[src/memSys_params.svh]
/*
  sizing for the data memory; bank count and bank depth must be powers of two
  data width stays at 32, the lane merge assumes four bytes per word
*/
`ifndef MEMSYS_PARAMS_SVH
`define MEMSYS_PARAMS_SVH

// number of word-interleaved banks, at least 2
`define MEM_NUM_BANKS 4

// words held by each bank
`define MEM_BANK_WORDS 256

// AXI4-Lite address width
`define MEM_ADDR_W 32

// data width, fixed
`define MEM_DATA_W 32

`endif

[src/memSysPkg.sv]
/*
  types shared by the memory subsystem
  size codes follow the byte/half/word store scheme, response codes are AXI
*/
`include "memSys_params.svh"

package memSysPkg;

  // derived sizes
  localparam int MEM_WORDS = `MEM_NUM_BANKS * `MEM_BANK_WORDS;
  localparam int MEM_BYTES = MEM_WORDS * 4;
  localparam int WORD_ADDR_W = $clog2(MEM_WORDS);
  // bank select bits taken from the bottom of the word address
  localparam int BANK_IDX_W = $clog2(`MEM_NUM_BANKS);

  // transfer size, same codes as the low HSIZE bits
  typedef enum logic [1:0] {
    SIZE_BYTE = 2'b00,
    SIZE_HALF = 2'b01,
    SIZE_WORD = 2'b10
  } accessSizeT;

  // AXI response encoding
  typedef enum logic [1:0] {
    RESP_OKAY   = 2'b00,
    RESP_SLVERR = 2'b10,
    RESP_DECERR = 2'b11
  } axiRespT;

  // one bank access
  // wdata is the AXI write data, lanes not shifted
  typedef struct packed {
    logic                   write;
    accessSizeT             size;
    logic [1:0]             offset;
    logic [WORD_ADDR_W-1:0] wordAddr;
    logic [`MEM_DATA_W-1:0] wdata;
  } memReqT;

endpackage

[src/respMerge.sv]
/*
  selects the answering bank's read word
  rdataValid follows a read request by one cycle
*/
`include "memSys_params.svh"

module respMerge import memSysPkg::*; (
  input  logic                                      clk,
  input  logic                                      rst,
  input  logic [`MEM_NUM_BANKS-1:0][`MEM_DATA_W-1:0] bankData,
  input  logic [BANK_IDX_W-1:0]                     readBank,
  input  logic                                      reqValid,
  input  logic                                      reqWrite,
  output logic [`MEM_DATA_W-1:0]                    rdata,
  output logic                                      rdataValid
);

  logic readPending;

  // read issued this cycle, bank word out next cycle
  always_ff @(posedge clk) begin
    if (rst) begin
      readPending <= 1'b0;
    end else begin
      readPending <= reqValid && !reqWrite;
    end
  end

  assign rdataValid = readPending;
  assign rdata      = bankData[readBank];

endmodule

[config.mk]
export PLATFORM = sky130hd
export DESIGN_NAME = respMerge
export DESIGN_NICKNAME = d
export VERILOG_FILES = /design/src/memSysPkg.sv /design/src/respMerge.sv
export VERILOG_INCLUDE_DIRS = /design/src
export SDC_FILE = /design/constraint.sdc
export NUM_CORES = 1
export LEC_CHECK = 0
export ABC_AREA = 0
export ABC_CLOCK_PERIOD_IN_PS = 1200
export BUFFER_PORTS_ARGS = -buffer_cell sky130_fd_sc_hd__buf_4
export CORE_AREA = 2 2 64 66
export CTS_BUF_LIST = sky130_fd_sc_hd__clkbuf_8
export CTS_CLUSTER_DIAMETER = 150
export DETAILED_ROUTE_END_ITERATION = 16
export DIE_AREA = 0 0 66 68
export PLACE_DENSITY = 0.71
export SKIP_LAST_GASP = 1
export SYNTH_ARGS = -nofsm -noshare
export SYNTH_HDL_FRONTEND = slang
export SYNTH_SLANG_ARGS = --single-unit
[constraint.sdc]
create_clock -name clk -period 1.2 [get_ports clk]
set_clock_uncertainty 0.15 [all_clocks]
set_input_delay 0.12 -clock clk [delete_from_list [all_inputs] [get_ports clk]]
set_output_delay 0.12 -clock clk [all_outputs]
set_load 0.1 [all_outputs]
Word-level counts from Yosys, hierarchy flattened --
Index checks and enable logic that the tools add are counted.
Word-level totals: bits in registers 1, word-level logic and storage cells 6, input port bits 134, output and inout bits 33
Cells by class: reduce and logical (&&, ||, !) cells 2, muxes and demuxes 2, $lt $le $gt $ge 1
Operators by type and width (count):
- 32-bit binary-select mux with 2-bit select | 1
- 32-bit two-way mux | 1
- 2-bit by 3-bit < comparator with 1-bit output, second input constant | 1
- 1-bit logical AND | 1
- 1-bit zero test | 1

Longest topological paths before layout --
depth after elaboration 2, gate-level depth with buffers 3, depth with buffers taken out 1

Worst setup path after synthesis --
OpenSTA, ideal clock, no wires.
kind input to output, start input port readBank[0], end output port rdata[0], data required time 0.930 ns, path buffers 1, data arrival time 1.234 ns, slack -0.304 ns, stages 2, path through buf_6 mux4_1
On the way: word-level cells in the longest chain between the ends 2
Ends and longest elaborated chain:
- start: declaration | line respMerge.sv:11 | input logic [BANK_IDX_W-1:0] readBank,
- 32-bit binary-select mux with 2-bit select | line respMerge.sv:30 | assign rdata = bankData[readBank];
- 32-bit two-way mux (implied by the code) | line respMerge.sv:30
- end: declaration | line respMerge.sv:14 | output logic [`MEM_DATA_W-1:0] rdata,
Every way passes these cells. The select of a mux whose other input is x is not followed.

Final worst setup path --
start input port readBank[0], end output port rdata[27]
Same word-level chain as after synthesis.

==> metrics.md <==
| Metric | Value |
|---|---|
| Vias in the first global route | 1323 |
| N_diodes | 0 |
| Register area share after synthesis | 0.0238 |
| Ports | about 170 |
| Levels on crit path | 4 |
| RSZ-0062 raised after global routing | yes |
| Crit-path cells | buf_12 > buf_12 > mux4_2 > buf_12 |
| GRT overflow | 0 |
| Post-route design area | 0.00233 mm^2 |
| Vias per cell | 4.79 |
| DP Area | 0.00210 mm^2 |
| GP Congestion | 0.657 |
| DIE AREA | 0.00449 mm^2 |
| Startpoint types | input pin |
| Final Setup Violations | 32 |
| Slew @ Worst Pin | just over 300 ps |
| Data required time of the worst path | 930 ps |
| First-pass GRT wire length | 6.09 mm |
| Initial Util | 0.218 |
| Netlist Area Pre-Place | between 800 and 900 um^2 |
| Top post-synthesis cells by area | mux4_2, buf_12, mux4_1 |
| Leakage power | 1.12 nW |
| Crit path top cell by count | buf_12 |
| Crit path to | rdata[27] |
| Yosys top cell by area | mux4_2 |
| Area grow syn2layout | 176% |
| Area of the core | 0.00386 mm^2 |
| NumNets Final | 341 |
| Layout cells sized above 1 | 0.990 |
| Bufs and invs on worst path | 3 |
| Fmax | 0.723 GHz |
| Crit path DAT | 1110 ps |
| Status | finished with violations |
| Worst-path fanout max | 8 |
| Antenna Nets Post-Route | 0 |
| Final Hold Viols | 0 |
| IO Port Bufs | 166 |
| Distinct cell type count after synthesis | 7 |
| VDD IR-drop max | 0.000363 V |
| Pre-CTS WS | -270 ps |
| Final setup TNS | -4910 ps |
| CP max-delay cell | mux4_2 |
| Clock-pin slew on the worst setup and hold paths | 0 ps |
| Critical path capture point type | primary output |
| Overall routing resource usage | 0.174 |
| Slew Limit Fails | 0 |
| Ys Warns | 0 |
| Synthesized flop and latch total | 1 |
| Post-route worst setup slack | -183 ps |
| Worst hold path class | in2reg |
| Crit share post-route | 1.15 |
| Pin count of the biggest net entering global routing | 33 |
| Avg WL per Cell | 16.5 um |
| Crit-path leading delay family | multiplexers |
| Routed Wire Length | about 4.2 mm |
| DIE WIDTH | roughly 66 um |
| Origin of the worst setup path | readBank[0] |
| Post-CTS setup buffers | 0 |
| Share of the synthesized area in the top cell type | 0.802 |
| # DRC | 0 |
| Vias | 1221 |
| Slew headroom | 0.795 |
| Pwr/cell area | 780 mW/mm^2 |
| Post-CTS Hold Buffers | 0 |
| Fin crit period | about 1400 ps |
| Crit Path Class | in2out |
| Max incr delay on CP | 540 ps |
| Detailed Routing Iterations Pass 1 | 4 |
| Die height | 68 um |
| Initial antenna violation count | 0 |
| Starting DRC count in detailed routing | around 40 |
| Cells after Synth | 41 |
| Violated checks | setup timing |
| Synthesized Nets | between 150 and 200 |
| Max reg flops | 1 |
| Row Count | 23 |
| Maxcap violations | 0 |
| Syn Area/Cell | 20.5 um^2 |
## logic make-up (layout without fill, tap and decap cells)
logic type | Yosys count | in the layout | synth area share
DFF | 1 | 1 | 0.0238
buffers and inverters | 7 | 171 | 0.103
muxes | 32 | 32 | 0.865
and+or+nand+nor | 1 | 1 | 0.00892
## metrics by stage
| step | hold slack (ps) | total power, mW | util | instances |
|---|---|---|---|---|
| detailed placement | 136 | 1.67 | 0.546 | 253 |
| global placement | 130 | 1.65 | 0.546 | 253 |
| finish | 134 | 1.81 | 0.603 | 255 |
| global route | 147 | 1.87 | 0.603 | 255 |
| floorplan | 45.1 | 1.16 | - | 41 |
| CTS | 136 | 1.82 | 0.601 | 255 |
## worst min path at each step
stage / startpoint / to / slack, ps / cells past startpoint
global route: rst / rdataValid / 150 / 2
detailed placement: reqWrite / rdataValid / 140 / 2
global placement: rst / rdataValid / 130 / 2
floorplan: reqWrite / rdataValid / 50 / 1
CTS: reqWrite / rdataValid / 140 / 2
finish: reqWrite / rdataValid / 130 / 2
## layout make-up
class                   instances  area (um^2)
multi-input cells              33          728
well taps                      50         62.6
repair buffers                171         1520
flip-flops and latches          1         20.0
fillers                       330         1530
## Yosys cell counts
library cell and n:
mux4_1 2, buf_2 3, nor3b_1 1, dfxtp_1 1
buf_6 1, mux4_2 30, buf_12 3
## per-layer routing
metal / wire length [um] / share of wire / global-route usage
met1: 1290 / 0.31 / 0.193
met2: 2450 / 0.58 / 0.364
met3: 462 / 0.11 / 0.0313
met4: 0 / 0 / 0
met5: 0 / 0 / 0
## placed cells by master (no fill, tap or decap)
| master | instances |
|---|---|
| buf_4 | 133 |
| buf_16 | 2 |
| buf_6 | 29 |
| dfxtp_1 | 1 |
| buf_12 | 6 |
| buf_8 | 1 |
| mux4_2 | 32 |
| nor3b_1 | 1 |
## where the power goes
group	internal [mW]	switching, mW
clock	0	0
combinational	0.713	1.06
sequential	0.0353	0.000376
total	0.749	1.06
## timing repair
action / CTS / global route
cloned: 2 / 0
pin swaps: 0 / 0
resized for setup: 43 / 2
setup endpoints to repair: 32 / 32
Note: power is estimated with default switching activity, not from simulation.
