### src/memSys_params.svh
/*
  sizing for the data memory; bank count and bank depth must be powers of two
  data width stays at 32, the lane merge assumes four bytes per word
*/
`ifndef MEMSYS_PARAMS_SVH
`define MEMSYS_PARAMS_SVH

// number of word-interleaved banks, at least 2
`define MEM_NUM_BANKS 4

// words held by each bank
`define MEM_BANK_WORDS 256

// AXI4-Lite address width
`define MEM_ADDR_W 32

// data width, fixed
`define MEM_DATA_W 32

`endif

### src/memSysPkg.sv
/*
  types shared by the memory subsystem
  size codes follow the byte/half/word store scheme, response codes are AXI
*/
`include "memSys_params.svh"

package memSysPkg;

  // derived sizes
  localparam int MEM_WORDS = `MEM_NUM_BANKS * `MEM_BANK_WORDS;
  localparam int MEM_BYTES = MEM_WORDS * 4;
  localparam int WORD_ADDR_W = $clog2(MEM_WORDS);
  // bank select bits taken from the bottom of the word address
  localparam int BANK_IDX_W = $clog2(`MEM_NUM_BANKS);

  // transfer size, same codes as the low HSIZE bits
  typedef enum logic [1:0] {
    SIZE_BYTE = 2'b00,
    SIZE_HALF = 2'b01,
    SIZE_WORD = 2'b10
  } accessSizeT;

  // AXI response encoding
  typedef enum logic [1:0] {
    RESP_OKAY   = 2'b00,
    RESP_SLVERR = 2'b10,
    RESP_DECERR = 2'b11
  } axiRespT;

  // one bank access
  // wdata is the AXI write data, lanes not shifted
  typedef struct packed {
    logic                   write;
    accessSizeT             size;
    logic [1:0]             offset;
    logic [WORD_ADDR_W-1:0] wordAddr;
    logic [`MEM_DATA_W-1:0] wdata;
  } memReqT;

endpackage

### src/bankRouter.sv
/*
  word-interleaved bank routing, low word address bits pick the bank
  readBank is valid the cycle after a read request
*/
`include "memSys_params.svh"

module bankRouter import memSysPkg::*; (
  input  logic                      clk,
  input  logic                      rst,
  input  memReqT                    req,
  input  logic                      reqValid,
  output logic [`MEM_NUM_BANKS-1:0] bankSel,
  output memReqT                    bankReq,
  output logic [BANK_IDX_W-1:0]     readBank
);

  logic [BANK_IDX_W-1:0] bankIdx;

  // bank number from the bottom of the word address
  assign bankIdx = req.wordAddr[BANK_IDX_W-1:0];

  // one-hot select, only while the request strobe is up
  always_comb begin
    bankSel          = '0;
    bankSel[bankIdx] = reqValid;
  end

  // same request, word address reduced to the index inside the bank
  always_comb begin
    bankReq          = req;
    bankReq.wordAddr = req.wordAddr >> BANK_IDX_W;
  end

  // remember which bank answers the read
  // merger uses it when the bank word comes out next cycle
  always_ff @(posedge clk) begin
    if (rst) begin
      readBank <= '0;
    end else if (reqValid && !req.write) begin
      readBank <= bankIdx;
    end
  end

endmodule

### config.mk
export PLATFORM = sky130hd
export DESIGN_NAME = bankRouter
export DESIGN_NICKNAME = d
export VERILOG_FILES = /design/src/memSysPkg.sv /design/src/bankRouter.sv
export VERILOG_INCLUDE_DIRS = /design/src
export SDC_FILE = /design/constraint.sdc
export NUM_CORES = 1
export LEC_CHECK = 0
export BUFFER_PORTS_ARGS = -buffer_cell sky130_fd_sc_hd__buf_2
export CAP_MARGIN = 0
export CORE_ASPECT_RATIO = 1.4
export CORE_UTILIZATION = 24
export DETAILED_ROUTE_END_ITERATION = 8
export HOLD_SLACK_MARGIN = 0.05
export PLACE_DENSITY = 0.83
export SLEW_MARGIN = 20
export SYNTH_ARGS = -nofsm -noshare
export SYNTH_HDL_FRONTEND = slang
export SYNTH_SLANG_ARGS = --single-unit
### constraint.sdc
create_clock -name clk -period 0.8 [get_ports clk]
set_input_delay 0.16 -clock clk [delete_from_list [all_inputs] [get_ports clk]]
set_output_delay 0.16 -clock clk [all_outputs]
set_load 0.005 [all_outputs]
Word level (Yosys, flattened, before mapping)
Index checks and enable logic that the tools add are counted.
- bits in registers: 2
- input port bits: 50
- output and inout port bits: 53
- logic and storage cells: 9
- order comparisons: 2
- mux-type cells: 2
- bitwise gates (word level): 1
- reductions and logical operators: 3
- operators with widths (kind ; number):
    $and A4 B4 Y4 ; 1
    $lt A2 B3 Y1 const B ; 1
    $demux W1 S2 ; 1
    $ge A2 B1 Y1 const B ; 1
    $logic_and A1 B1 Y1 ; 2
    $logic_not A1 Y1 ; 1
    $mux W1 ; 1

Longest topological paths before layout
Gate-level depths: netlist of the first run.
- depth after elaboration: 5
- gate-level depth with buffers: 2
- mapped depth without buffers: 2

Least setup slack after synthesis of the first run
Ideal clock, no wire load.
- kind: input to register
- start: input req[46] in the netlist's numbering
- end: register readBank[0]
- setup time: 0.116 ns
- arrival time: 0.446 ns
- data required time: 0.684 ns
- slack: 0.238 ns
- stages: 2
- buffers on the path: 0
- path through: and2b_4 > o21ai_2
- word-level cells in the longest chain between the ends: 2
- ends and longest elaborated chain (item ; line ; source):
    start, declared ; bankRouter.sv:10 ; input memReqT req,
    $logic_not A1 Y1 ; bankRouter.sv:39 ; end else if (reqValid && !req.write) begin
    $logic_and A1 B1 Y1 ; bankRouter.sv:39 ;
    end signal, assigned ; bankRouter.sv:40 ; readBank <= bankIdx;
    end, declared ; bankRouter.sv:14 ; output logic [BANK_IDX_W-1:0] readBank
Every way passes these cells.
A chain may end at the register's enable or synchronous reset.

Worst setup path in the final report of the first run
- start: register readBank[0]
- end: output readBank[0]
No word-level cell between the ends.

==> run_results.csv, run 1 <==
group,metric,value,unit
floorplan,die_h,55.8,µm
clock_network,path_clk_slew,0.03,ns
worst_setup_path,cp-startpoint,"readBank[0]",
cells_and_area,syn2layout_area_growth,-43.6,%
worst_setup_path,crit_chain,"buf_6",
power_and_ir_drop,finalPower,410,µW
logic_synthesis,ys_types,12,
worst_setup_path,timing.rr.start,"readBank[0]",
cells_and_area,largest_reg_flops,2,
global_route,antenna_found_initial,0,
cells_and_area,regMostFlops,"readBank",
logic_synthesis,ys_seq_area_share,8.06,%
power_and_ir_drop,p_leak,0.133,nW
sta,max_freq,1250,MHz
cells_and_area,design_area,280,µm²
worst_setup_path,cp.required,0.64,ns
floorplan,core_area,1950,µm²
drt,wl_per_cell,15.4,µm
cells_and_area,final_nets,83,
drt,dr.pass1.iters,4,
worst_setup_path,worst-path-stages,1,
status,status,"complete, but fails checks",
worst_setup_path,worst_ep_arrival_time,0.64,ns
clock_network,cts_tree,"yes",
floorplan,fp-row-count,19,
clock_network,clk_latency,0.22,ns
job,cap_violations,0,
min_path,hold_start,"rst",
clock_network,cts_made_buffers,3,
drt,drc_errors,0,
clock_network,htreeDepth,1,
worst_setup_path,cp_num_buf_inv,1,
worst_setup_path,reg2reg_depth,2,
min_path,worstHoldPathCells,3,
worst_setup_path,criticalPathCategory,"flop to output port",
cells_and_area,fin_util,14.4,%
global_route,grt-ovfl-total,0,
logic_synthesis,yosys_warnings,0,
placement,postPlaceCellArea,234,µm²
power_and_ir_drop,p_per_area,1460,nW/µm²
placement,gp_congestion,0.516,
sta,min_period_over_period,100,%
worst_setup_path,crit_family,"flip-flops",
logic_synthesis,syn-cell-area,497,µm²
clock_network,cts.sinks,2,
placement,post-place-ws,0.0272,ns
sta,hold-worst-slack,0.244,ns
floorplan,floorplan.initialDensity,25.5,%
drt,antenna_left,0,
drt,wirelength,800,µm
worst_setup_path,worstSetupStartpointType,"flop",
floorplan,die_w,40.5,µm
cells_and_area,diodes,0,
global_route,grt_max_degree,8,
placement,port_buffers,12,
global_route,grt_util_all_layers,7.04,%
sta,setup_ws,-0.00285,ns
global_route,grt_pass1_wl,959,µm
sta,finalCriticalPeriod,0.803,ns
worst_setup_path,cp-end-kind,"output port",
clock_network,clock_path_buffers,2,
power_and_ir_drop,ir_worst_vdd,0.341,mV
logic_synthesis,syn_avg_cell_area,8.01,µm²
global_route,grt_pass1_vias,199,
drt,viasPerCell,4.33,
min_path,hold_path.class,"primary input to flop",
sta,finalHoldViolCount,0,
logic_synthesis,synth_seq_cells,2,
sta,setup_viol,1,
clock_network,ctsResizeCount,3,
drt,vias,225,
clock_network,cts_setup_buffers,0,
status,violations,"negative setup slack",
floorplan,dieArea,2260,µm²
clock_network,root_buffer,"clkbuf_4",
drt,drt_iter0_markers,1,
cells_and_area,drive_gt1_share,74.2,%
floorplan,pin_count,103,
worst_setup_path,max_stage_delay,0.31,ns
worst_setup_path,crit_fanout,2,
worst_setup_path,slowest_stage,"dfxtp_2",
logic_synthesis,syn_inst,62,
clock_network,hold_buffers,0,
sta,fin_skew,0,ns
sta,rsz0062_at_grt,"yes",
cells_and_area,largest_registers,"readBank (2)",
sta,slew_viol_final,0,
[area by class of cell]
type	count	area, µm²
clock buffer	3	22.5
fill	228	1670
multi-input combinational	14	108
sequential	2	42.5
tap	21	26.3
timing repair buffer	12	81.3
[per-stage QoR]
step                 TNS, ns  std cells
global route         -0.0577         52
detailed placement         0         49
global placement           0         49
finish              -0.00285         52
floorplan                  0         63
CTS                  -0.0395         52
[worst paths after layout]
| path | end | slack, ns |
|---|---|---|
| max | readBank[0] | -0.003 |
| min | readBank[1] | 0.24 |
| max reg2reg | readBank[0] | 0.23 |
| min reg2reg | readBank[1] | 0.48 |
[routing by layer]
metal | global-route usage (%) | routed length (µm) | vias up | share of wire (%)
li1 | - | - | 83 | -
met1 | 2.24 | 144 | 91 | 18
met2 | 6.12 | 263 | 25 | 33
met3 | 7.20 | 215 | 26 | 27
met4 | 19.0 | 176 | 0 | 22
met5 | 0 | 0 | - | 0
[kinds of logic after synthesis]
family,after synthesis,synth area share [%]
buf+inv,47,71.0
compound gates,2,3.53
flops,2,8.06
other cells,1,0.755
simple gates,10,16.6
[tightest hold or removal path: stages]
cell	delay (ns)
buf_2	0.10
nand2b_1	0.11
o21ai_2	0.05
[where the power goes]
part	internal, mW	switching [mW]	total (mW)
logic	0.0461	0.0329	0.0789
clock network	0.165	0.0562	0.222
registers	0.106	0.00327	0.110
[Yosys cell counts]
| cell type | n | share of area (%) |
|---|---|---|
| nor2_1 | 1 | 0.75 |
| nor3b_2 | 1 | 2.5 |
| buf_4 | 47 | 71 |
| nand2_1 | 1 | 0.75 |
| and3b_2 | 1 | 2.0 |
| nand4bb_1 | 2 | 4.5 |
| dfxtp_1 | 2 | 8.1 |
| and2b_4 | 1 | 2.0 |
| o21ai_2 | 2 | 3.5 |
| conb_1 | 1 | 0.75 |
| and3_2 | 1 | 1.5 |
| nand2b_1 | 2 | 2.5 |
[cell usage in the layout, fill, tap and decap left out, drive strengths merged]
cell     instances
and2b            1
and3             1
and3b            1
buf             12
clkbuf           3
conb             2
dfxtp            2
nand2            1
nand2b           2
nand4bb          2
nor2             1
nor3b            1
o21ai            2
No activity file was read; power rests on OpenSTA's default activity.
==> run 2, diff against run 1 <==
--- a/config.mk
+++ b/config.mk
@@ -8,2 +8,3 @@
 export LEC_CHECK = 0
+export ABC_AREA = 1
 export BUFFER_PORTS_ARGS = -buffer_cell sky130_fd_sc_hd__buf_2
@@ -11,6 +12,5 @@
 export CORE_ASPECT_RATIO = 1.4
-export CORE_UTILIZATION = 24
+export CORE_UTILIZATION = 23
 export DETAILED_ROUTE_END_ITERATION = 8
-export HOLD_SLACK_MARGIN = 0.05
-export PLACE_DENSITY = 0.83
+export PLACE_DENSITY = 0.82
 export SLEW_MARGIN = 20
--- a/constraint.sdc
+++ b/constraint.sdc
@@ -3,2 +3,2 @@
 set_output_delay 0.16 -clock clk [all_outputs]
-set_load 0.005 [all_outputs]
+set_load 0.05 [all_outputs]
==> run_results.csv, run 2 <==
group,metric,value,unit
power_and_ir_drop,clkPwrFrac,38.6,%
cells_and_area,final_nets,94,
logic_synthesis,synth_seq_cells,2,
logic_synthesis,synthFlopType,"dfxtp_1",
sta,setup_viol,5,
logic_synthesis,synthArstFlopShare,0,%
logic_synthesis,syn_avg_cell_area,6.81,µm²
floorplan,floorplan.initialDensity,24.5,%
global_route,grt-ovfl-total,0,
status,status,"complete, but fails checks",
drt,drt_iter0_markers,4,
min_path,hold_path.class,"primary input to flop",
drt,viasPerCell,4.29,
cells_and_area,regMostFlops,"readBank",
sta,setup_ws,-0.0701,ns
clock_network,root_buffer,"clkbuf_4",
cells_and_area,final_cell_mix,"buf_6 (8), nand2_1 (4)",
floorplan,dieArea,2260,µm²
logic_synthesis,ys_seq_area_share,8.40,%
sta,tns,-0.259,ns
logic_synthesis,netlist_top_cells_area,"buf_4 (74%), dfxtp_1 (8.4%), inv_1 (4.7%)",
drt,drc_errors,0,
sta,hold-worst-slack,0.221,ns
power_and_ir_drop,p_sw_share,36.9,%
cells_and_area,largest_reg_flops,2,
floorplan,die_h,55.9,µm
global_route,grt_util_all_layers,9.30,%
cells_and_area,drive_gt1_share,66.7,%
sta,max_freq,1150,MHz
placement,port_buffers,12,
sta,finalHoldViolCount,0,
power_and_ir_drop,seq_power_share,20.1,%
logic_synthesis,syn-cell-area,477,µm²
drt,wl_per_cell,15.8,µm
drt,antenna_left,0,
logic_synthesis,yosys-top-cells-count,"buf_4 (47), inv_1 (6), nand2_1 (5), nor2_1 (5)",
drt,wirelength,998,µm
floorplan,core_area,1950,µm²
logic_synthesis,yosysTopAreaCell,"buf_4",
sta,min_period_over_period,109,%
logic_synthesis,synth-edff-count,0,
global_route,grt_pass1_wl,1.39,mm
global_route,grt_pass1_vias,321,
logic_synthesis,synth.most_common_cell,"buf_4",
logic_synthesis,synthMuxAreaShare,0,%
clock_network,cts_tree,"yes",
cells_and_area,syn2layout_area_growth,-18.4,%
cells_and_area,fin_util,20.0,%
status,violations,"negative setup slack",
worst_setup_path,cp.required,0.64,ns
cells_and_area,diodes,0,
clock_network,clk_latency,0.22,ns
logic_synthesis,synthAdderAreaFrac,0,%
drt,vias,270,
worst_setup_path,crit_fanout,3,
clock_network,path_clk_slew,0.03,ns
sta,finalCriticalPeriod,0.870,ns
cells_and_area,largest_registers,"readBank (2)",
logic_synthesis,synth_compound_area_share,1.05,%
worst_setup_path,cp-end-kind,"output port",
logic_synthesis,ys_types,9,
power_and_ir_drop,p_int,360,µW
clock_network,cts.sinks,2,
power_and_ir_drop,p_leak,0.193,nW
cells_and_area,final_common_cell,"buf_6",
floorplan,pin_count,103,
clock_network,htreeDepth,1,
clock_network,cts_made_buffers,3,
clock_network,hold_buffers,0,
worst_setup_path,worstSetupStartpointType,"primary input",
placement,hpwlAfterDp,649,µm
global_route,grt_max_degree,6,
logic_synthesis,synth_top_family_by_area,"buffers and inverters",
floorplan,die_w,40.5,µm
global_route,antenna_found_initial,0,
power_and_ir_drop,p_switching,211,µW
logic_synthesis,synth_top_area_share,74.0,%
sta,rsz0062_at_grt,"yes",
power_and_ir_drop,ir_worst_vdd,0.570,mV
floorplan,fp-row-count,19,
logic_synthesis,synthXorXnorAreaFrac,0,%
clock_network,clock_path_buffers,2,
worst_setup_path,worst_ep_arrival_time,0.71,ns
sta,fin_skew,0,ns
power_and_ir_drop,p_per_area,1470,nW/µm²
drt,dr.pass1.iters,2,
placement,gp_congestion,0.733,
logic_synthesis,syn_inst,70,
worst_setup_path,criticalPathCategory,"primary input to output port",
logic_synthesis,yosys_warnings,0,
job,cap_violations,0,
logic_synthesis,synth-simple-area-share,11.0,%
power_and_ir_drop,combinationalPowerShare,41.3,%
sta,slew_viol_final,0,
-- run 2: per-stage QoR --
step           instance area, µm²  power (mW)  setup slack [ns]  std cells
6_report                      389       0.571           -0.0701         63
5_1_grt                       389       0.606           -0.0892         63
4_1_cts                       368       0.560           -0.0861         63
3_5_place_dp                  279       0.293            -0.214         60
3_3_place_gp                  279       0.289            -0.199         60
2_1_floorplan                 523       0.844            -0.111         71
-- run 2: critical path, stage by stage --
cell and delay (ns):
buf_8 0.08, inv_6 0.03, buf_6 0.11, nor3_4 0.15, buf_6 0.18
-- run 2: final cells by class --
type,instances,area (µm²)
clock buffer,3,22.5
inverter,6,30.0
fill,217,1560
timing repair buffer,15,158
sequential,2,42.5
multi-input combinational,16,110
tap,21,26.3
-- run 2: cells by family after synthesis --
group	Yosys count
buf+inv	53
flops	2
compound gates	1
simple gates	13
other cells	1
-- run 2: final timing paths --
| path | start | to | slack (ns) | depth (start not counted) |
|---|---|---|---|---|
| max reg2reg | readBank[0] | readBank[0] | 0.09 | 4 |
| min | rst | readBank[1] | 0.22 | 4 |
| max | req[33] | bankSel[2] | -0.07 | 5 |
| min reg2reg | readBank[1] | readBank[1] | 0.51 | 2 |
-- run 2: timing repair --
action | 4_1_cts | 5_1_grt
buffers inserted | 0 | 0
endpoints found under the setup margin | 6 | 6
pin swaps | 2 | 2
resized for setup | 23 | 6
-- run 2: power groups by stage --
stage	clock network, mW	logic (mW)	registers, mW
5_1_grt	0.245	0.246	0.115
4_1_cts	0.229	0.217	0.114
3_3_place_gp	0	0.176	0.113
3_5_place_dp	0	0.180	0.113
6_report	0.220	0.236	0.115
2_1_floorplan	0	0.708	0.137
-- run 2: metal layers --
layer / global-route usage, % / vias up / share of wire (%) / wire (µm)
li1: - / 104 / - / -
met1: 5.99 / 108 / 19 / 185
met2: 13.4 / 32 / 51 / 512
met3: 2.80 / 26 / 18 / 175
met4: 16.2 / 0 / 13 / 125
met5: 0 / - / 0 / 0
==> run 3, diff against run 2 <==
- PLACE_DENSITY: 0.82 -> not set
- PLACE_DENSITY_LB_ADDON: not set -> 0.08
==> run_results.csv, run 3 (synthesized netlist as in run 2, its figures left out) <==
group,metric,value,unit
status,status,"complete, but fails checks",
status,violations,"negative setup slack",
sta,hold-worst-slack,0.178,ns
global_route,met3_usage,4.00,%
worst_setup_path,crit_fanout,3,
sta,setup_viol,4,
cells_and_area,regMostFlops,"readBank",
drt,viasPerCell,4.05,
cells_and_area,largest_reg_flops,2,
global_route,grt-ovfl-total,0,
drt,wirelength,660,µm
cells_and_area,diodes,0,
drt,vias,263,
worst_setup_path,regToRegSetupSlack,0.21,ns
cells_and_area,fin_util,20.7,%
global_route,grt_pass1_wl,986,µm
cells_and_area,final_nets,96,
floorplan,floorplan.initialDensity,24.5,%
sta,max_freq,1120,MHz
floorplan,pin_count,103,
sta,fin_skew,0,ns
clock_network,cts.sinks,2,
worst_setup_path,cp_num_buf_inv,3,
cells_and_area,largest_registers,"readBank (2)",
clock_network,path_clk_slew,0.03,ns
cells_and_area,drive_gt1_share,68.2,%
min_path,hold_end,"readBank[1]",
floorplan,die_h,55.9,µm
placement,port_buffers,12,
global_route,grt_util_all_layers,6.38,%
sta,finalHoldViolCount,0,
cells_and_area,final_cell_mix,"buf_6 (6), nand2_1 (4), buf_4 (4)",
placement,gp_congestion,0.588,
min_path,hold_start,"rst",
placement,hpwlAfterDp,539,µm
floorplan,dieArea,2260,µm²
drt,wl_per_cell,10.2,µm
worst_setup_path,crit_chain,"buf_8 -> buf_12 -> nor3_4 -> buf_6",
sta,slew_viol_final,0,
drt,drc_errors,0,
min_path,hold_path.class,"primary input to flop",
power_and_ir_drop,p_leak,0.204,nW
global_route,grt_pass1_vias,244,
job,cap_violations,0,
power_and_ir_drop,ir_worst_vdd,0.482,mV
worst_setup_path,cp-end-kind,"output port",
clock_network,cts_tree,"yes",
drt,dr.pass1.iters,1,
global_route,grt_use_met1,4.75,%
clock_network,hold_buffers,0,
drt,antenna_left,0,
floorplan,core_area,1950,µm²
worst_setup_path,worstSetupStartpointType,"primary input",
global_route,antenna_found_initial,0,
global_route,grt_max_degree,4,
clock_network,clock_path_buffers,2,
worst_setup_path,r2r_end,"readBank[1]",
cells_and_area,design_area,404,µm²
drt,drt_iter0_markers,0,
power_and_ir_drop,p_per_area,1400,nW/µm²
worst_setup_path,criticalPathCategory,"primary input to output port",
sta,finalCriticalPeriod,0.895,ns
floorplan,fp-row-count,19,
cells_and_area,final_cells,65,
placement,postPlaceCellArea,299,µm²
global_route,busiest_layer,"met4",
clock_network,clk_latency,0.22,ns
clock_network,root_buffer,"clkbuf_4",
worst_setup_path,worst_ep_arrival_time,0.74,ns
worst_setup_path,timing.rr.start,"readBank[1]",
worst_setup_path,reg2reg_depth,2,
min_path,worstHoldPathCells,4,
sta,setup_ws,-0.0954,ns
worst_setup_path,slowest_stage,"nor3_4",
floorplan,die_w,40.5,µm
worst_setup_path,crit_family,"buffers and inverters",
clock_network,cts_made_buffers,3,
worst_setup_path,cp.required,0.64,ns
clock_network,htreeDepth,1,
global_route,grtUsageMet2,7.71,%
cells_and_area,syn2layout_area_growth,-15.2,%
sta,min_period_over_period,112,%
cells_and_area,final_common_cell,"buf_6",
sta,tns,-0.234,ns
placement,placed_cells,61,
worst_setup_path,max_stage_delay,0.18,ns
sta,rsz0062_at_grt,"yes",
run 3: worst max path at each step:
stage	start	to	slack (ns)	depth (start not counted)
floorplan	req[33]	bankSel[0]	-0.11	3
global placement	req[33]	bankSel[2]	-0.19	5
detailed placement	req[33]	bankSel[2]	-0.22	5
CTS	req[33]	bankSel[2]	-0.10	5
global route	req[32]	bankSel[2]	-0.12	4
finish	req[32]	bankSel[2]	-0.1	4
run 3: layout make-up:
class	instances	area, µm²
Sequential cell	2	42.5
Clock buffer	3	22.5
Tap cell	21	26.3
Fill cell	227	1550
Inverter	6	25.0
Timing Repair Buffer	17	178
Multi-Input combinational cell	16	110
run 3: timing repair:
| item | 4_1_cts | 5_1_grt |
|---|---|---|
| buffers inserted | 1 | 0 |
| endpoints found under the setup margin | 6 | 6 |
| pin swaps | 1 | 2 |
| gates cloned | 0 | 0 |
| resized for setup | 21 | 4 |
run 3: worst reg2reg max path, delay by kind of cell (launching register included):
family | cells | cell delay [ns]
compound gates | 1 | 0.11
flops | 1 | 0.32
simple gates | 1 | 0.06
run 3: report_power, final:
group	internal (mW)	switching, mW
sequential	0.109	0.00510
clock	0.165	0.0519
combinational	0.0939	0.140
run 3: metrics by stage:
stage | power (mW) | setup WS, ns
floorplan | 0.844 | -0.111
global placement | 0.303 | -0.194
detailed placement | 0.304 | -0.224
CTS | 0.575 | -0.105
global route | 0.599 | -0.122
finish | 0.565 | -0.0954
run 3: routing by layer:
layer,vias up,wire [µm]
met2,21,289
met1,122,210
met3,10,120
met4,0,40
li1,110,-
met5,-,0
