===== src/memSys_params.svh =====
/*
  sizing for the data memory; bank count and bank depth must be powers of two
  data width stays at 32, the lane merge assumes four bytes per word
*/
`ifndef MEMSYS_PARAMS_SVH
`define MEMSYS_PARAMS_SVH

// number of word-interleaved banks, at least 2
`define MEM_NUM_BANKS 4

// words held by each bank
`define MEM_BANK_WORDS 256

// AXI4-Lite address width
`define MEM_ADDR_W 32

// data width, fixed
`define MEM_DATA_W 32

`endif


===== src/memSysPkg.sv =====
/*
  types shared by the memory subsystem
  size codes follow the byte/half/word store scheme, response codes are AXI
*/
`include "memSys_params.svh"

package memSysPkg;

  // derived sizes
  localparam int MEM_WORDS = `MEM_NUM_BANKS * `MEM_BANK_WORDS;
  localparam int MEM_BYTES = MEM_WORDS * 4;
  localparam int WORD_ADDR_W = $clog2(MEM_WORDS);
  // bank select bits taken from the bottom of the word address
  localparam int BANK_IDX_W = $clog2(`MEM_NUM_BANKS);

  // transfer size, same codes as the low HSIZE bits
  typedef enum logic [1:0] {
    SIZE_BYTE = 2'b00,
    SIZE_HALF = 2'b01,
    SIZE_WORD = 2'b10
  } accessSizeT;

  // AXI response encoding
  typedef enum logic [1:0] {
    RESP_OKAY   = 2'b00,
    RESP_SLVERR = 2'b10,
    RESP_DECERR = 2'b11
  } axiRespT;

  // one bank access
  // wdata is the AXI write data, lanes not shifted
  typedef struct packed {
    logic                   write;
    accessSizeT             size;
    logic [1:0]             offset;
    logic [WORD_ADDR_W-1:0] wordAddr;
    logic [`MEM_DATA_W-1:0] wdata;
  } memReqT;

endpackage


===== src/axiLiteFront.sv =====
/*
  AXI4-Lite slave, one transaction at a time, write wins over read
  legal strobes are one byte, an aligned halfword or a full word; address bits [1:0] ignored
*/
`include "memSys_params.svh"

module axiLiteFront import memSysPkg::*; (
  input  logic                     clk,
  input  logic                     rst,
  input  logic [`MEM_ADDR_W-1:0]   awAddr,
  input  logic                     awValid,
  output logic                     awReady,
  input  logic [`MEM_DATA_W-1:0]   wData,
  input  logic [`MEM_DATA_W/8-1:0] wStrb,
  input  logic                     wValid,
  output logic                     wReady,
  output logic [1:0]               bResp,
  output logic                     bValid,
  input  logic                     bReady,
  input  logic [`MEM_ADDR_W-1:0]   arAddr,
  input  logic                     arValid,
  output logic                     arReady,
  output logic [`MEM_DATA_W-1:0]   rData,
  output logic [1:0]               rResp,
  output logic                     rValid,
  input  logic                     rReady,
  output memReqT                   req,
  output logic                     reqValid,
  input  logic [`MEM_DATA_W-1:0]   rdata,
  input  logic                     rdataValid
);

  typedef enum logic [1:0] {
    ST_IDLE,
    ST_REQ,
    ST_RESP
  } stateT;

  localparam logic [`MEM_ADDR_W-1:0] MEM_LIMIT = MEM_BYTES;

  stateT                     state;
  logic                      awHave;
  logic                      wHave;
  logic [`MEM_ADDR_W-1:0]    awAddrHold;
  logic [`MEM_DATA_W-1:0]    wDataHold;
  logic [`MEM_DATA_W/8-1:0]  wStrbHold;
  logic [`MEM_DATA_W-1:0]    rDataHold;
  logic                      awDone;
  logic                      wDone;
  logic                      arDone;
  logic                      writeGo;
  logic [`MEM_ADDR_W-1:0]    wrAddr;
  logic [`MEM_DATA_W-1:0]    wrData;
  logic [`MEM_DATA_W/8-1:0]  wrStrb;
  accessSizeT                wrSize;
  logic [1:0]                wrOffset;
  logic                      strbOk;
  axiRespT                   wrResp;
  axiRespT                   rdResp;

  // readies only in idle, each write half taken once
  assign awReady = (state == ST_IDLE) && !awHave;
  assign wReady  = (state == ST_IDLE) && !wHave;
  // read held off while any write half is offered or captured
  assign arReady = (state == ST_IDLE) && !awHave && !wHave && !awValid && !wValid;

  assign awDone = awValid && awReady;
  assign wDone  = wValid && wReady;
  assign arDone = arValid && arReady;
  // second write half arriving completes the write
  assign writeGo = (awDone || awHave) && (wDone || wHave);

  // live channel value or the captured half
  assign wrAddr = awHave ? awAddrHold : awAddr;
  assign wrData = wHave ? wDataHold : wData;
  assign wrStrb = wHave ? wStrbHold : wStrb;

  // strobe to size and byte offset
  always_comb begin
    strbOk   = 1'b1;
    wrSize   = SIZE_WORD;
    wrOffset = 2'b00;
    unique case (wrStrb)
      4'b0001: wrSize = SIZE_BYTE;
      4'b0010: begin
        wrSize   = SIZE_BYTE;
        wrOffset = 2'b01;
      end
      4'b0100: begin
        wrSize   = SIZE_BYTE;
        wrOffset = 2'b10;
      end
      4'b1000: begin
        wrSize   = SIZE_BYTE;
        wrOffset = 2'b11;
      end
      4'b0011: wrSize = SIZE_HALF;
      4'b1100: begin
        wrSize   = SIZE_HALF;
        wrOffset = 2'b10;
      end
      4'b1111: wrSize = SIZE_WORD;
      // zero strobe and mixed lanes
      default: strbOk = 1'b0;
    endcase
  end

  // decode error ahead of slave error
  always_comb begin
    if (wrAddr >= MEM_LIMIT) begin
      wrResp = RESP_DECERR;
    end else if (!strbOk) begin
      wrResp = RESP_SLVERR;
    end else begin
      wrResp = RESP_OKAY;
    end
    rdResp = (arAddr >= MEM_LIMIT) ? RESP_DECERR : RESP_OKAY;
  end

  // bank word straight through on its valid cycle, held copy after
  assign rData = rdataValid ? rdata : rDataHold;

  always_ff @(posedge clk) begin
    if (rst) begin
      state    <= ST_IDLE;
      awHave   <= 1'b0;
      wHave    <= 1'b0;
      reqValid <= 1'b0;
      bValid   <= 1'b0;
      rValid   <= 1'b0;
    end else begin
      // request strobe lasts one cycle
      reqValid <= 1'b0;
      unique case (state)
        ST_IDLE: begin
          if (writeGo) begin
            awHave <= 1'b0;
            wHave  <= 1'b0;
            if (wrResp == RESP_OKAY) begin
              reqValid <= 1'b1;
              state    <= ST_REQ;
            end else begin
              // no bank access, answer next cycle
              bValid <= 1'b1;
              state  <= ST_RESP;
            end
          end else if (arDone) begin
            if (rdResp == RESP_OKAY) begin
              reqValid <= 1'b1;
              state    <= ST_REQ;
            end else begin
              rValid <= 1'b1;
              state  <= ST_RESP;
            end
          end else begin
            if (awDone) begin
              awHave <= 1'b1;
            end
            if (wDone) begin
              wHave <= 1'b1;
            end
          end
        end
        ST_REQ: begin
          // bank done this cycle, response valid from the next
          if (req.write) begin
            bValid <= 1'b1;
          end else begin
            rValid <= 1'b1;
          end
          state <= ST_RESP;
        end
        default: begin
          if ((bValid && bReady) || (rValid && rReady)) begin
            bValid <= 1'b0;
            rValid <= 1'b0;
            state  <= ST_IDLE;
          end
        end
      endcase
    end
  end

  // payload registers
  always_ff @(posedge clk) begin
    if (awDone) begin
      awAddrHold <= awAddr;
    end
    if (wDone) begin
      wDataHold <= wData;
      wStrbHold <= wStrb;
    end
    if (writeGo) begin
      req.write    <= 1'b1;
      req.size     <= wrSize;
      req.offset   <= wrOffset;
      req.wordAddr <= wrAddr[WORD_ADDR_W+1:2];
      req.wdata    <= wrData;
      bResp        <= wrResp;
    end else if (arDone) begin
      req.write    <= 1'b0;
      req.size     <= SIZE_WORD;
      req.offset   <= 2'b00;
      req.wordAddr <= arAddr[WORD_ADDR_W+1:2];
      req.wdata    <= '0;
      rResp        <= rdResp;
      // failed read returns zero data
      rDataHold    <= '0;
    end else if (rdataValid) begin
      rDataHold <= rdata;
    end
  end

endmodule


===== config.mk =====
export PLATFORM = sky130hd
export DESIGN_NAME = axiLiteFront
export DESIGN_NICKNAME = d
export VERILOG_FILES = /design/src/memSysPkg.sv /design/src/axiLiteFront.sv
export VERILOG_INCLUDE_DIRS = /design/src
export SDC_FILE = /design/constraint.sdc
export NUM_CORES = 1
export LEC_CHECK = 0
export BUFFER_PORTS_ARGS = -buffer_cell sky130_fd_sc_hd__buf_2
export CAP_MARGIN = 20
export CORE_ASPECT_RATIO = 1.5
export CORE_MARGIN = 2
export CORE_UTILIZATION = 45
export CTS_CLUSTER_DIAMETER = 120
export DETAILED_ROUTE_END_ITERATION = 16
export GPL_ROUTABILITY_DRIVEN = 1
export PLACE_DENSITY_LB_ADDON = 0.08
export SETUP_SLACK_MARGIN = 0.15
export SLEW_MARGIN = 20
export SYNTH_ARGS = -nofsm -noshare
export SYNTH_HDL_FRONTEND = slang
export SYNTH_SLANG_ARGS = --single-unit

===== constraint.sdc =====
create_clock -name clk -period 3.6 [get_ports clk]
set_clock_uncertainty 0.1 [all_clocks]
set_input_delay 0 -clock clk [delete_from_list [all_inputs] [get_ports clk]]
set_output_delay 0 -clock clk [all_outputs]
set_load 0.01 [all_outputs]

# After elaboration in Yosys (flattened, before gate mapping)
# Index checks and enable logic that the tools add are counted.
# classes
n_addsub,0
mul,0
div_mod_pow,0
n_lt_le_gt_ge,2
n_eq_ne,17
shifts,0
mux,38
bitwise,2
n_reduce_logical,36
# op_table
operator,n
$mux W32,3
$mux W46,2
$ge A32 B13 Y1 const B,2
$mux W1,19
$mux W2,8
$ne A2 B2 Y1 const B,7
$eq A4 B4 Y1 const B,3
$logic_and A1 B1 Y1,11
$eq A4 B2 Y1 const B,2
$pmux W2 S2,2
$reduce_or A7 Y1,1
$logic_not A2 Y1,3
$pmux W2 S3,1
$reduce_and A3 Y1,2
$reduce_bool A2 Y1,3
$reduce_or A2 Y1,3
$reduce_and A5 Y1,1
$eq A4 B1 Y1 const B,1
$eq A4 B3 Y1 const B,1
$logic_not A1 Y1,4
$mux W4,1
$pmux W1 S2,2
$reduce_and A2 Y1,2
$reduce_and A4 Y1,1
7 further kinds,10
# word_totals
register_bits,158
latchBits,0
mem_bits_rw,0
mem_bits_ro,0
inputBits,140
out_inout_bits,89
word_cells,112
n_memories,0

# Depth between registers and ports, before layout
# Gate-level depths: netlist (run 1).
# logic_depth
word_depth,10
depth_mapped,7
ltp_nobuf,6

# Worst setup path before layout (run 1)
# No wires, ideal clock.
# synth_timing
path_kind,reg2reg
startpoint,register state[1]
endpoint,register req[0] in the netlist's numbering (enable)
arrival_ns,2.186
t_required_ns,3.095
slack_ns,0.909
stages_incl_launch_ff,6
path_buffers,1
synth_period_minus_slack_ns,2.691
cell_sequence,dfxtp_1 or2_2 buf_2 nor2_2 nand4b_2 nand2_1
# synth_between
word_cells_on_any_way,13
cone_classes,reduce/logical (13)
# synth_lines
item,line_no,source
start: declaration,axiLiteFront.sv:41,stateT state;
start signal: assignment,axiLiteFront.sv:125,state <= ST_IDLE;
start signal: assignment,axiLiteFront.sv:141,state <= ST_REQ;
start signal: assignment,axiLiteFront.sv:145,state <= ST_RESP;
$logic_not A2 Y1,axiLiteFront.sv:63,assign wReady = (state == ST_IDLE) && !wHave;
$logic_and A1 B1 Y1,axiLiteFront.sv:63,
via wReady,axiLiteFront.sv:16,"output logic wReady,"
$logic_and A1 B1 Y1,axiLiteFront.sv:68,assign wDone = wValid && wReady;
$logic_or A1 B1 Y1,axiLiteFront.sv:71,assign writeGo = (awDone || awHave) && (wDone || wHave);
$logic_and A1 B1 Y1,axiLiteFront.sv:71,
$reduce_bool A2 Y1 (no line),-,
end: declaration,axiLiteFront.sv:27,"output memReqT req,"
# The timed path passes the listed nets, and every way through them passes these cells.
# A chain may end at the register's enable or synchronous reset.

# Worst setup path in the final report (run 1)
# layout_timing
startpoint,register state[1]
endpoint,register rValid
# layout_between
elab_chain_len,8
word_cells_on_any_way,20
cone_classes,eq/ne (5); mux (1); reduce/logical (14)
# layout_lines
item,line_no,source
$logic_not A2 Y1,-,
$logic_and A1 B1 Y1,"axiLiteFront.sv:62, axiLiteFront.sv:65",
$logic_and A1 B1 Y1 (3 in series),axiLiteFront.sv:65,assign arReady = (state == ST_IDLE) && !awHave && !wHave && !awValid && !wValid;
$logic_and A1 B1 Y1,axiLiteFront.sv:69,assign arDone = arValid && arReady;
$ne A2 B2 Y1 (no line),-,
$reduce_and A5 Y1 (no line),-,
end signal: assignment,axiLiteFront.sv:130,rValid <= 1'b0;
end signal: assignment,axiLiteFront.sv:152,rValid <= 1'b1;
end signal: assignment,axiLiteFront.sv:169,rValid <= 1'b1;
end: declaration,axiLiteFront.sv:25,"output logic rValid,"
# Several ways; a longest one is shown, not always the timed one.

==> out/qor_table.md, run 1 <==
| Result | Reported |
|:---|:---|
| Outcome | finished clean |
| Average size of a mapped cell | 15.1 um2 |
| Part of the power in registers | 47.8% |
| 1st-iter DRT viols | 200 |
| Antenna violations before repair | 0 |
| CP Data Arrival Time | 3150 ps |
| Detail Route Antenna Nets | 0 |
| Total congestion overflow | 0 |
| Worst Max-Slew Pin Slew | 922 ps |
| Sw power | 1.26 mW |
| Mapped Nets | 568 |
| Number of unique standard cell types used by synthesis | 41 |
| Share of the cycle needed by the critical path after routing | 80.3% |
| Worst relative slew slack | 38.5% |
| Sequential cell area fraction in the yosys report | 70.8% |
| Register clock-pin slew on the reported worst setup and hold paths | 60 ps |
| Sink count of the clock tree | 155 |
| H-Tree Level Count | 4 |
| Worst-Skew Late Latency | 410 ps |
| Cells after Synth | 428 |
| Synthesis-to-finish area growth | 47.3% |
| Overall die area | 0.0153 mm2 |
| Combinational fraction of design power | 17.5% |
| Post-detailed-placement half-perimeter wirelength | 9710 um |
| Clock network fraction of design power | 34.7% |
| Final setup violation count | 0 |
| Total via count in the routed design | 4751 |
| Vias in the first global route | 5083 |
| Internal power component | 3.74 mW |
| Number of placed I/O pins | 229 |
| Overall die width | 102 um |
| Cell chosen for the clock root | clkbuf_16 |
| Last weighted congestion value of the routability-driven placer | 0.792 |
| Detail-routed via count per cell | 4.87 |
| WL/cell | 15.9 um |
| Pin count of the biggest net entering global routing | 49 |
| TritonCTS Buffers | 17 |
| Achievable clock frequency | 0.346 GHz |
| Synthesis-stage register bit count | 155 |
| PortBufs | 224 |
| Max-capacitance violation count | 0 |
| TritonCTS clock tree | built |
| Wire length of the first global-routing pass | 23600 um |
| Kind of launch point of the worst setup path | flop |
| Clock period minus worst slack | 2890 ps |
| Fin. Hold Viols | 0 |
| Remaining routing DRC violations | 0 |
| Static leakage | 3.81 nW |
| Final Power | 5.00 mW |
| Number of synthesis warnings | 0 |
| Buffer levels on the longest clock path | 2 |
| Final max-slew violation count | 0 |
| Filler cell count in the final layout | 1034 |
| Core outline area | 0.0140 mm2 |
| Crit. End Element | flop |
| Starting Density | 46.2% |
| Critical path class | flop to flop |
| GRT Total Usage | 20.2% |
| Nets@finish | 910 |
| Largest fanout of any net on the critical path | 35 |
| Required arrival time at the worst endpoint | 3860 ps |
| Final WL | 15500 um |
| Pre-antenna DRT Iters | 4 |
| Largest vdd supply drop | 0.322 mV |
| Number of standard-cell rows in the floorplan | 53 |
| Hold Path Depth | 4 |
| Number of antenna cells inserted | 0 |
| Switching Share | 25.3% |
| Vert. Die Dim | 151 um |
| Unrepaired setup endpoints after global routing | no |
| Final core utilization | 68.0% |
| Power Dens Cells | 525 mW/mm2 |
| Hold WC Path Type | primary input to flop |
| Synthesized cell area | 0.00646 mm2 |
| Worst Reg2Reg Path Length in Cells | 7 |
| Total negative slack for setup checks | 0 ps |
| Share of post-route cells with drive strength above 1 | 38.7% |
registers in the layout (all words and copies together) (netlist names):
name / cells
rDataHold: 32
reqValid: 1
rResp: 1
bResp: 2
awHave: 1
req: 47
wHave: 1
rValid: 1
wStrbHold: 4
wDataHold: 32
awAddrHold: 30
state: 2
bValid: 1
synth_stat cells:
master	instances	share of area (%)
a2111oi_0	1	0.14
a21boi_1	1	0.12
a21oi_1	7	0.54
a2bb2oi_1	1	0.14
a32o_1	1	0.16
a32oi_1	1	0.14
and2_1	36	3.5
and3_1	2	0.19
buf_1	4	0.23
buf_2	4	0.31
buf_4	3	0.35
buf_6	1	0.17
clkbuf_1	11	0.64
dfxtp_1	8	2.5
edfxtp_1	147	68
inv_1	4	0.23
mux2_2	32	5.6
mux2_4	2	0.47
mux2i_1	45	7.0
nand2_1	20	1.2
nand2b_1	1	0.097
nand3_1	1	0.077
nand4_1	2	0.19
nand4b_2	1	0.23
nor2_1	46	2.7
nor2_2	1	0.097
nor2b_1	1	0.097
nor3_1	4	0.31
nor4_1	11	1.1
nor4_2	1	0.19
nor4_4	1	0.33
nor4b_1	1	0.14
o21ai_0	17	1.3
o22ai_1	1	0.097
o22ai_2	1	0.19
o31ai_1	1	0.12
o32ai_2	1	0.25
or2_2	2	0.19
or4_1	1	0.12
or4b_4	1	0.21
xnor2_1	1	0.14
cell families after synthesis:
logic type      count (synthesis)  synth area share [%]
compound gates                 33                  3.20
xor+xnor                        1                 0.136
buf+inv                        27                  1.94
flops                         155                  70.8
mux                            79                  13.0
simple gates                  133                  10.9
placed cells by master (no fill, tap or decap), types with 11 or more instances in the layout:
master         synthesis  routed
edfxtp_1             147     147
nor4_1                11      11
buf_2                  4     224
dlygate4sd3_1          0     118
nor2_1                46      46
mux2i_1               45      45
mux2_2                32      32
nand2_1               20      19
clkbuf_16              0      17
and2_1                36      35
o21ai_0               17      17
path summary, 6_finish.rpt:
kind,endpoint,slack (ps),from
hold reg to reg,req[46],400,req[46]
hold / removal,state[0],50,bReady
setup / recovery,rValid,710,state[1]
setup reg to reg,rValid,710,state[1]
timing repair:
item | in CTS | in global routing
buffers inserted | 0 | 0
hold buffers | 118 | 0
resized for setup | 0 | 0
hold endpoints to repair | 151 | 0
routing by layer:
metal	track usage (%)	part of all wire [%]	up-vias
met2	36.9	54	166
met1	21.8	38	2283
met3	6.08	6.7	17
met4	7.33	1.4	0
met5	0	0	-
li1	-	-	2285
per-stage QoR:
stage | cell area, um2 | hold slack, ps | worst slack (ps) | std cells
3_5_place_dp | 7760 | 91.5 | 598 | 825
4_1_cts | 9510 | 19.8 | 579 | 975
5_1_grt | 9510 | 89.0 | 383 | 975
6_report | 9510 | 54.9 | 708 | 975
3_3_place_gp | 7760 | 92.5 | 672 | 825
2_1_floorplan | 6460 | -47.0 | 909 | 428
area by class of cell:
class                      instances  area, um2  share of cell area (%)
clock buffer                      18        429                    4.51
clock inverter                    14        145                    1.53
inverter                           4       15.0                   0.158
multi-input combinational        246       1760                    18.5
sequential                       155       4580                    48.1
tap                              192        240                    2.52
timing repair buffer             346       2340                    24.6
power by group through the flow:
stage               combinational (mW)  clock, mW  sequential (mW)
floorplan                        0.419          0             2.44
global placement                 0.753          0             2.42
detailed placement               0.773          0             2.43
CTS                              0.879       1.77             2.39
global route                     0.961       1.84             2.41
finish                           0.877       1.73             2.39
critical path, stage by stage (launching register included):
cell           delay [ps]
dfxtp_1               350
or2_2                 390
nor2_2                150
nand4b_2              660
inv_1                 310
a21boi_1               90
o31ai_1               200
dlygate4sd3_1         580
Power figures use the tool's default switching activity.
==> run 2: changes to the inputs <==
==> constraint.sdc (replaced) <==
create_clock -name clk -period 2.35 [get_ports clk]
set_clock_uncertainty 0.1 [all_clocks]
set_input_delay 0 -clock clk [delete_from_list [all_inputs] [get_ports clk]]
set_output_delay 0 -clock clk [all_outputs]
set_load 0.01 [all_outputs]
==> run 2 against run 1 <==
Count of clock-buffer cells in the layout increased by 1; critical path depth decreased by 1; setup slack got worse by 420 ps; total power increased by 56%; clock power increased by 60%; non-clock buffer count increased by 5; first-iteration DRC count decreased by 2.0%; register-to-register slack got worse by 330 ps; sequential power increased by 52%.
==> out/qor_table.md, run 2 (synthesis gave the netlist of run 1 again) <==
| Result | Reported | Delta |
|:---|:---|:---|
| Outcome | finished clean | unchanged |
| CP Data Arrival Time | 2120 ps | was 3150 ps |
| Detail-routed via count per cell | 4.85 | was 4.87 |
| Power Dens Cells | 811 mW/mm2 | was 525 mW/mm2 |
| Worst relative slew slack | 53.0% | was 38.5% |
| Terminating pin of the worst hold path | rValid | was state[0] |
| Largest vdd supply drop | 0.419 mV | was 0.322 mV |
| WHS | 18.5 ps | was 54.9 ps |
| Overall die area | 0.0153 mm2 | unchanged |
| Pin count of the biggest net entering global routing | 40 | was 49 |
| Crit. End Element | flop | unchanged |
| Switching Share | 24.8% | was 25.3% |
| TritonCTS clock tree | built | unchanged |
| Fin. Hold Viols | 0 | unchanged |
| Register with the most flip-flops | req | unchanged |
| Final Cell Area | 0.00962 mm2 | was 0.00951 mm2 |
| Filler cell count in the final layout | 1002 | was 1034 |
| Highest routed metal layer | met4 | unchanged |
| Hold WC Path Type | primary input to flop | unchanged |
| Sw power | 1.93 mW | was 1.26 mW |
| Share of post-route cells with drive strength above 1 | 39.4% | was 38.7% |
| Total negative slack for setup checks | 0 ps | unchanged |
| Kind of launch point of the worst setup path | primary input | was flop |
| Last weighted congestion value of the routability-driven placer | 0.788 | was 0.792 |
| Met1 wire length | 5950 um | about the same |
| Number of flip-flops in the largest register | 47 | unchanged |
| Number of standard-cell rows in the floorplan | 53 | unchanged |
| Pre-antenna DRT Iters | 4 | unchanged |
| Part of the power in registers | 46.6% | was 47.8% |
| Combinational fraction of design power | 18.0% | was 17.5% |
| Crit Reg-Reg Startpoint | wHave | was state[1] |
| Worst Reg2Reg Path Length in Cells | 6 | was 7 |
| Total congestion overflow | 0 | unchanged |
| Total length of routed met2 wires | 8270 um | was 8330 um |
| Cells resized by post-CTS repair | 0 | unchanged |
| Critical path class | primary input to flop | was flop to flop |
| Register clock-pin slew on the reported worst setup and hold paths | 60 ps | about the same |
| Share of the cycle needed by the critical path after routing | 87.8% |  |
| Worst Max-Slew Pin Slew | 704 ps | was 922 ps |
| HP Start | arAddr[26] | was bReady |
| WL/cell | 15.7 um | was 15.9 um |
| Placed standard-cell area | 0.00785 mm2 | was 0.00776 mm2 |
| Number of placed I/O pins | 229 | unchanged |
| Number of antenna cells inserted | 0 | unchanged |
| Internal power component | 5.87 mW | was 3.74 mW |
| Overall die width | 102 um | unchanged |
| Max-capacitance violation count | 0 | unchanged |
| Clock period minus worst slack | 2060 ps |  |
| R2R Setup Slk | 380 ps | was 710 ps |
| Core outline area | 0.0140 mm2 | unchanged |
| Largest fanout of any net on the critical path | 3 | was 35 |
| Met3 wire len | 902 um | was 1040 um |
| Final setup violation count | 0 | unchanged |
| Remaining routing DRC violations | 0 | unchanged |
| Synthesis-to-finish area growth | 48.9% | was 47.3% |
| Static leakage | 3.85 nW | was 3.81 nW |
| Cell chosen for the clock root | clkbuf_16 | unchanged |
| Vias in the first global route | 5015 | was 5083 |
| Wire length of the first global-routing pass | 23500 um | was 23600 um |
| Sink count of the clock tree | 155 | unchanged |
| H-Tree Level Count | 4 | unchanged |
| 1st-iter DRT viols | 196 | was 200 |
| GRT Total Usage | 20.0% | was 20.2% |
| Buffer levels on the longest clock path | 2 | unchanged |
| Total via count in the routed design | 4746 | was 4751 |
| Starting Density | 46.2% | unchanged |
| Clock network fraction of design power | 35.4% | was 34.7% |
| Commonest cells after routing, fill and taps aside | 224 x buf_2, 147 x edfxtp_1, 117 x dlygate4sd3_1, 46 x nor2_1, 45 x mux2i_1 | was 224 x buf_2, 147 x edfxtp_1, 118 x dlygate4sd3_1, 46 x nor2_1, 45 x mux2i_1 |
| Post-detailed-placement half-perimeter wirelength | 9730 um | was 9710 um |
| Antenna violations before repair | 0 | unchanged |
| Unrepaired setup endpoints after global routing | no | unchanged |
| Final max-slew violation count | 0 | unchanged |
| Worst-Skew Late Latency | 410 ps | about the same |
| Vert. Die Dim | 151 um | unchanged |
| R2r endpoint | state[0] | was rValid |
| Post-CTS Setup Bufs | 0 | unchanged |
| Final Power | 7.80 mW | was 5.00 mW |
| Detail Route Antenna Nets | 0 | unchanged |
| Top Registers | req (47), rDataHold (32), wDataHold (32) | unchanged |
| TritonCTS Buffers | 17 | unchanged |
| Required arrival time at the worst endpoint | 2400 ps | was 3860 ps |
| Nets@finish | 915 | was 910 |
| Final WL | 15400 um | was 15500 um |
| PortBufs | 224 | unchanged |
| Final core utilization | 68.7% | was 68.0% |
| Most common cell after layout, fill and taps aside | buf_2 | unchanged |
| Achievable clock frequency | 0.485 GHz |  |
| Hold_buf cts | 117 | was 118 |
| Hold Path Depth | 5 | was 4 |
[run 2: changes by cell type in the layout (fill, tap and decap cells not counted), sizes merged]
cell / change
clkbuf: +1
inv: +1
clkinv: -6
buf: +6
clkinvlp: +2
dlygate4sd3: -1
bufinv: +1
[run 2: critical path, stage by stage]
cell           delay [ps]
dlygate4sd3_1         530
buf_2                 120
nor4_1                170
dlygate4sd3_1         600
nand3_1               120
dlygate4sd3_1         580
[run 2: per-stage QoR]
stage / cells / setup slack, ps
final: 979 / 288
after global routing: 979 / 219
after CTS: 979 / 363
after detailed placement: 831 / 388
after global placement: 831 / 401
after floorplan: 428 / 101
[run 2: routing by layer]
metal  GRT usage, %  vias up
li1               -     2285
met1           22.1     2275
met2           36.3      164
met3           5.80       22
met4           6.87        0
met5              0        -
[run 2: power by group through the flow]
stage                     clock network [mW]  logic (mW)  registers [mW]
final                                   2.76        1.40            3.64
after global routing                    2.93        1.54            3.67
after CTS                               2.83        1.41            3.64
after global placement                     0        1.22            3.67
after floorplan                            0       0.647            3.73
after detailed placement                   0        1.25            3.69
[run 2: layout make-up]
cell class,instances,area [um2],area share (%)
clock buffer,19,433,4.50
sequential,155,4580,47.6
clock inverter,12,164,1.70
tap,192,240,2.50
timing repair buffer,351,2420,25.1
inverter,4,15.0,0.156
multi-input combinational,246,1770,18.4
[run 2: worst max path at each step]
stage / from / end / slack (ps) / cells past startpoint
floorplan: state[1] / rDataHold[0] / 100 / 6
global placement: wHave / req[42] / 400 / 5
detailed placement: wHave / state[0] / 390 / 6
CTS: arAddr[23] / rResp[0] / 360 / 6
global route: wHave / state[0] / 220 / 6
finish: arAddr[23] / rResp[0] / 290 / 6
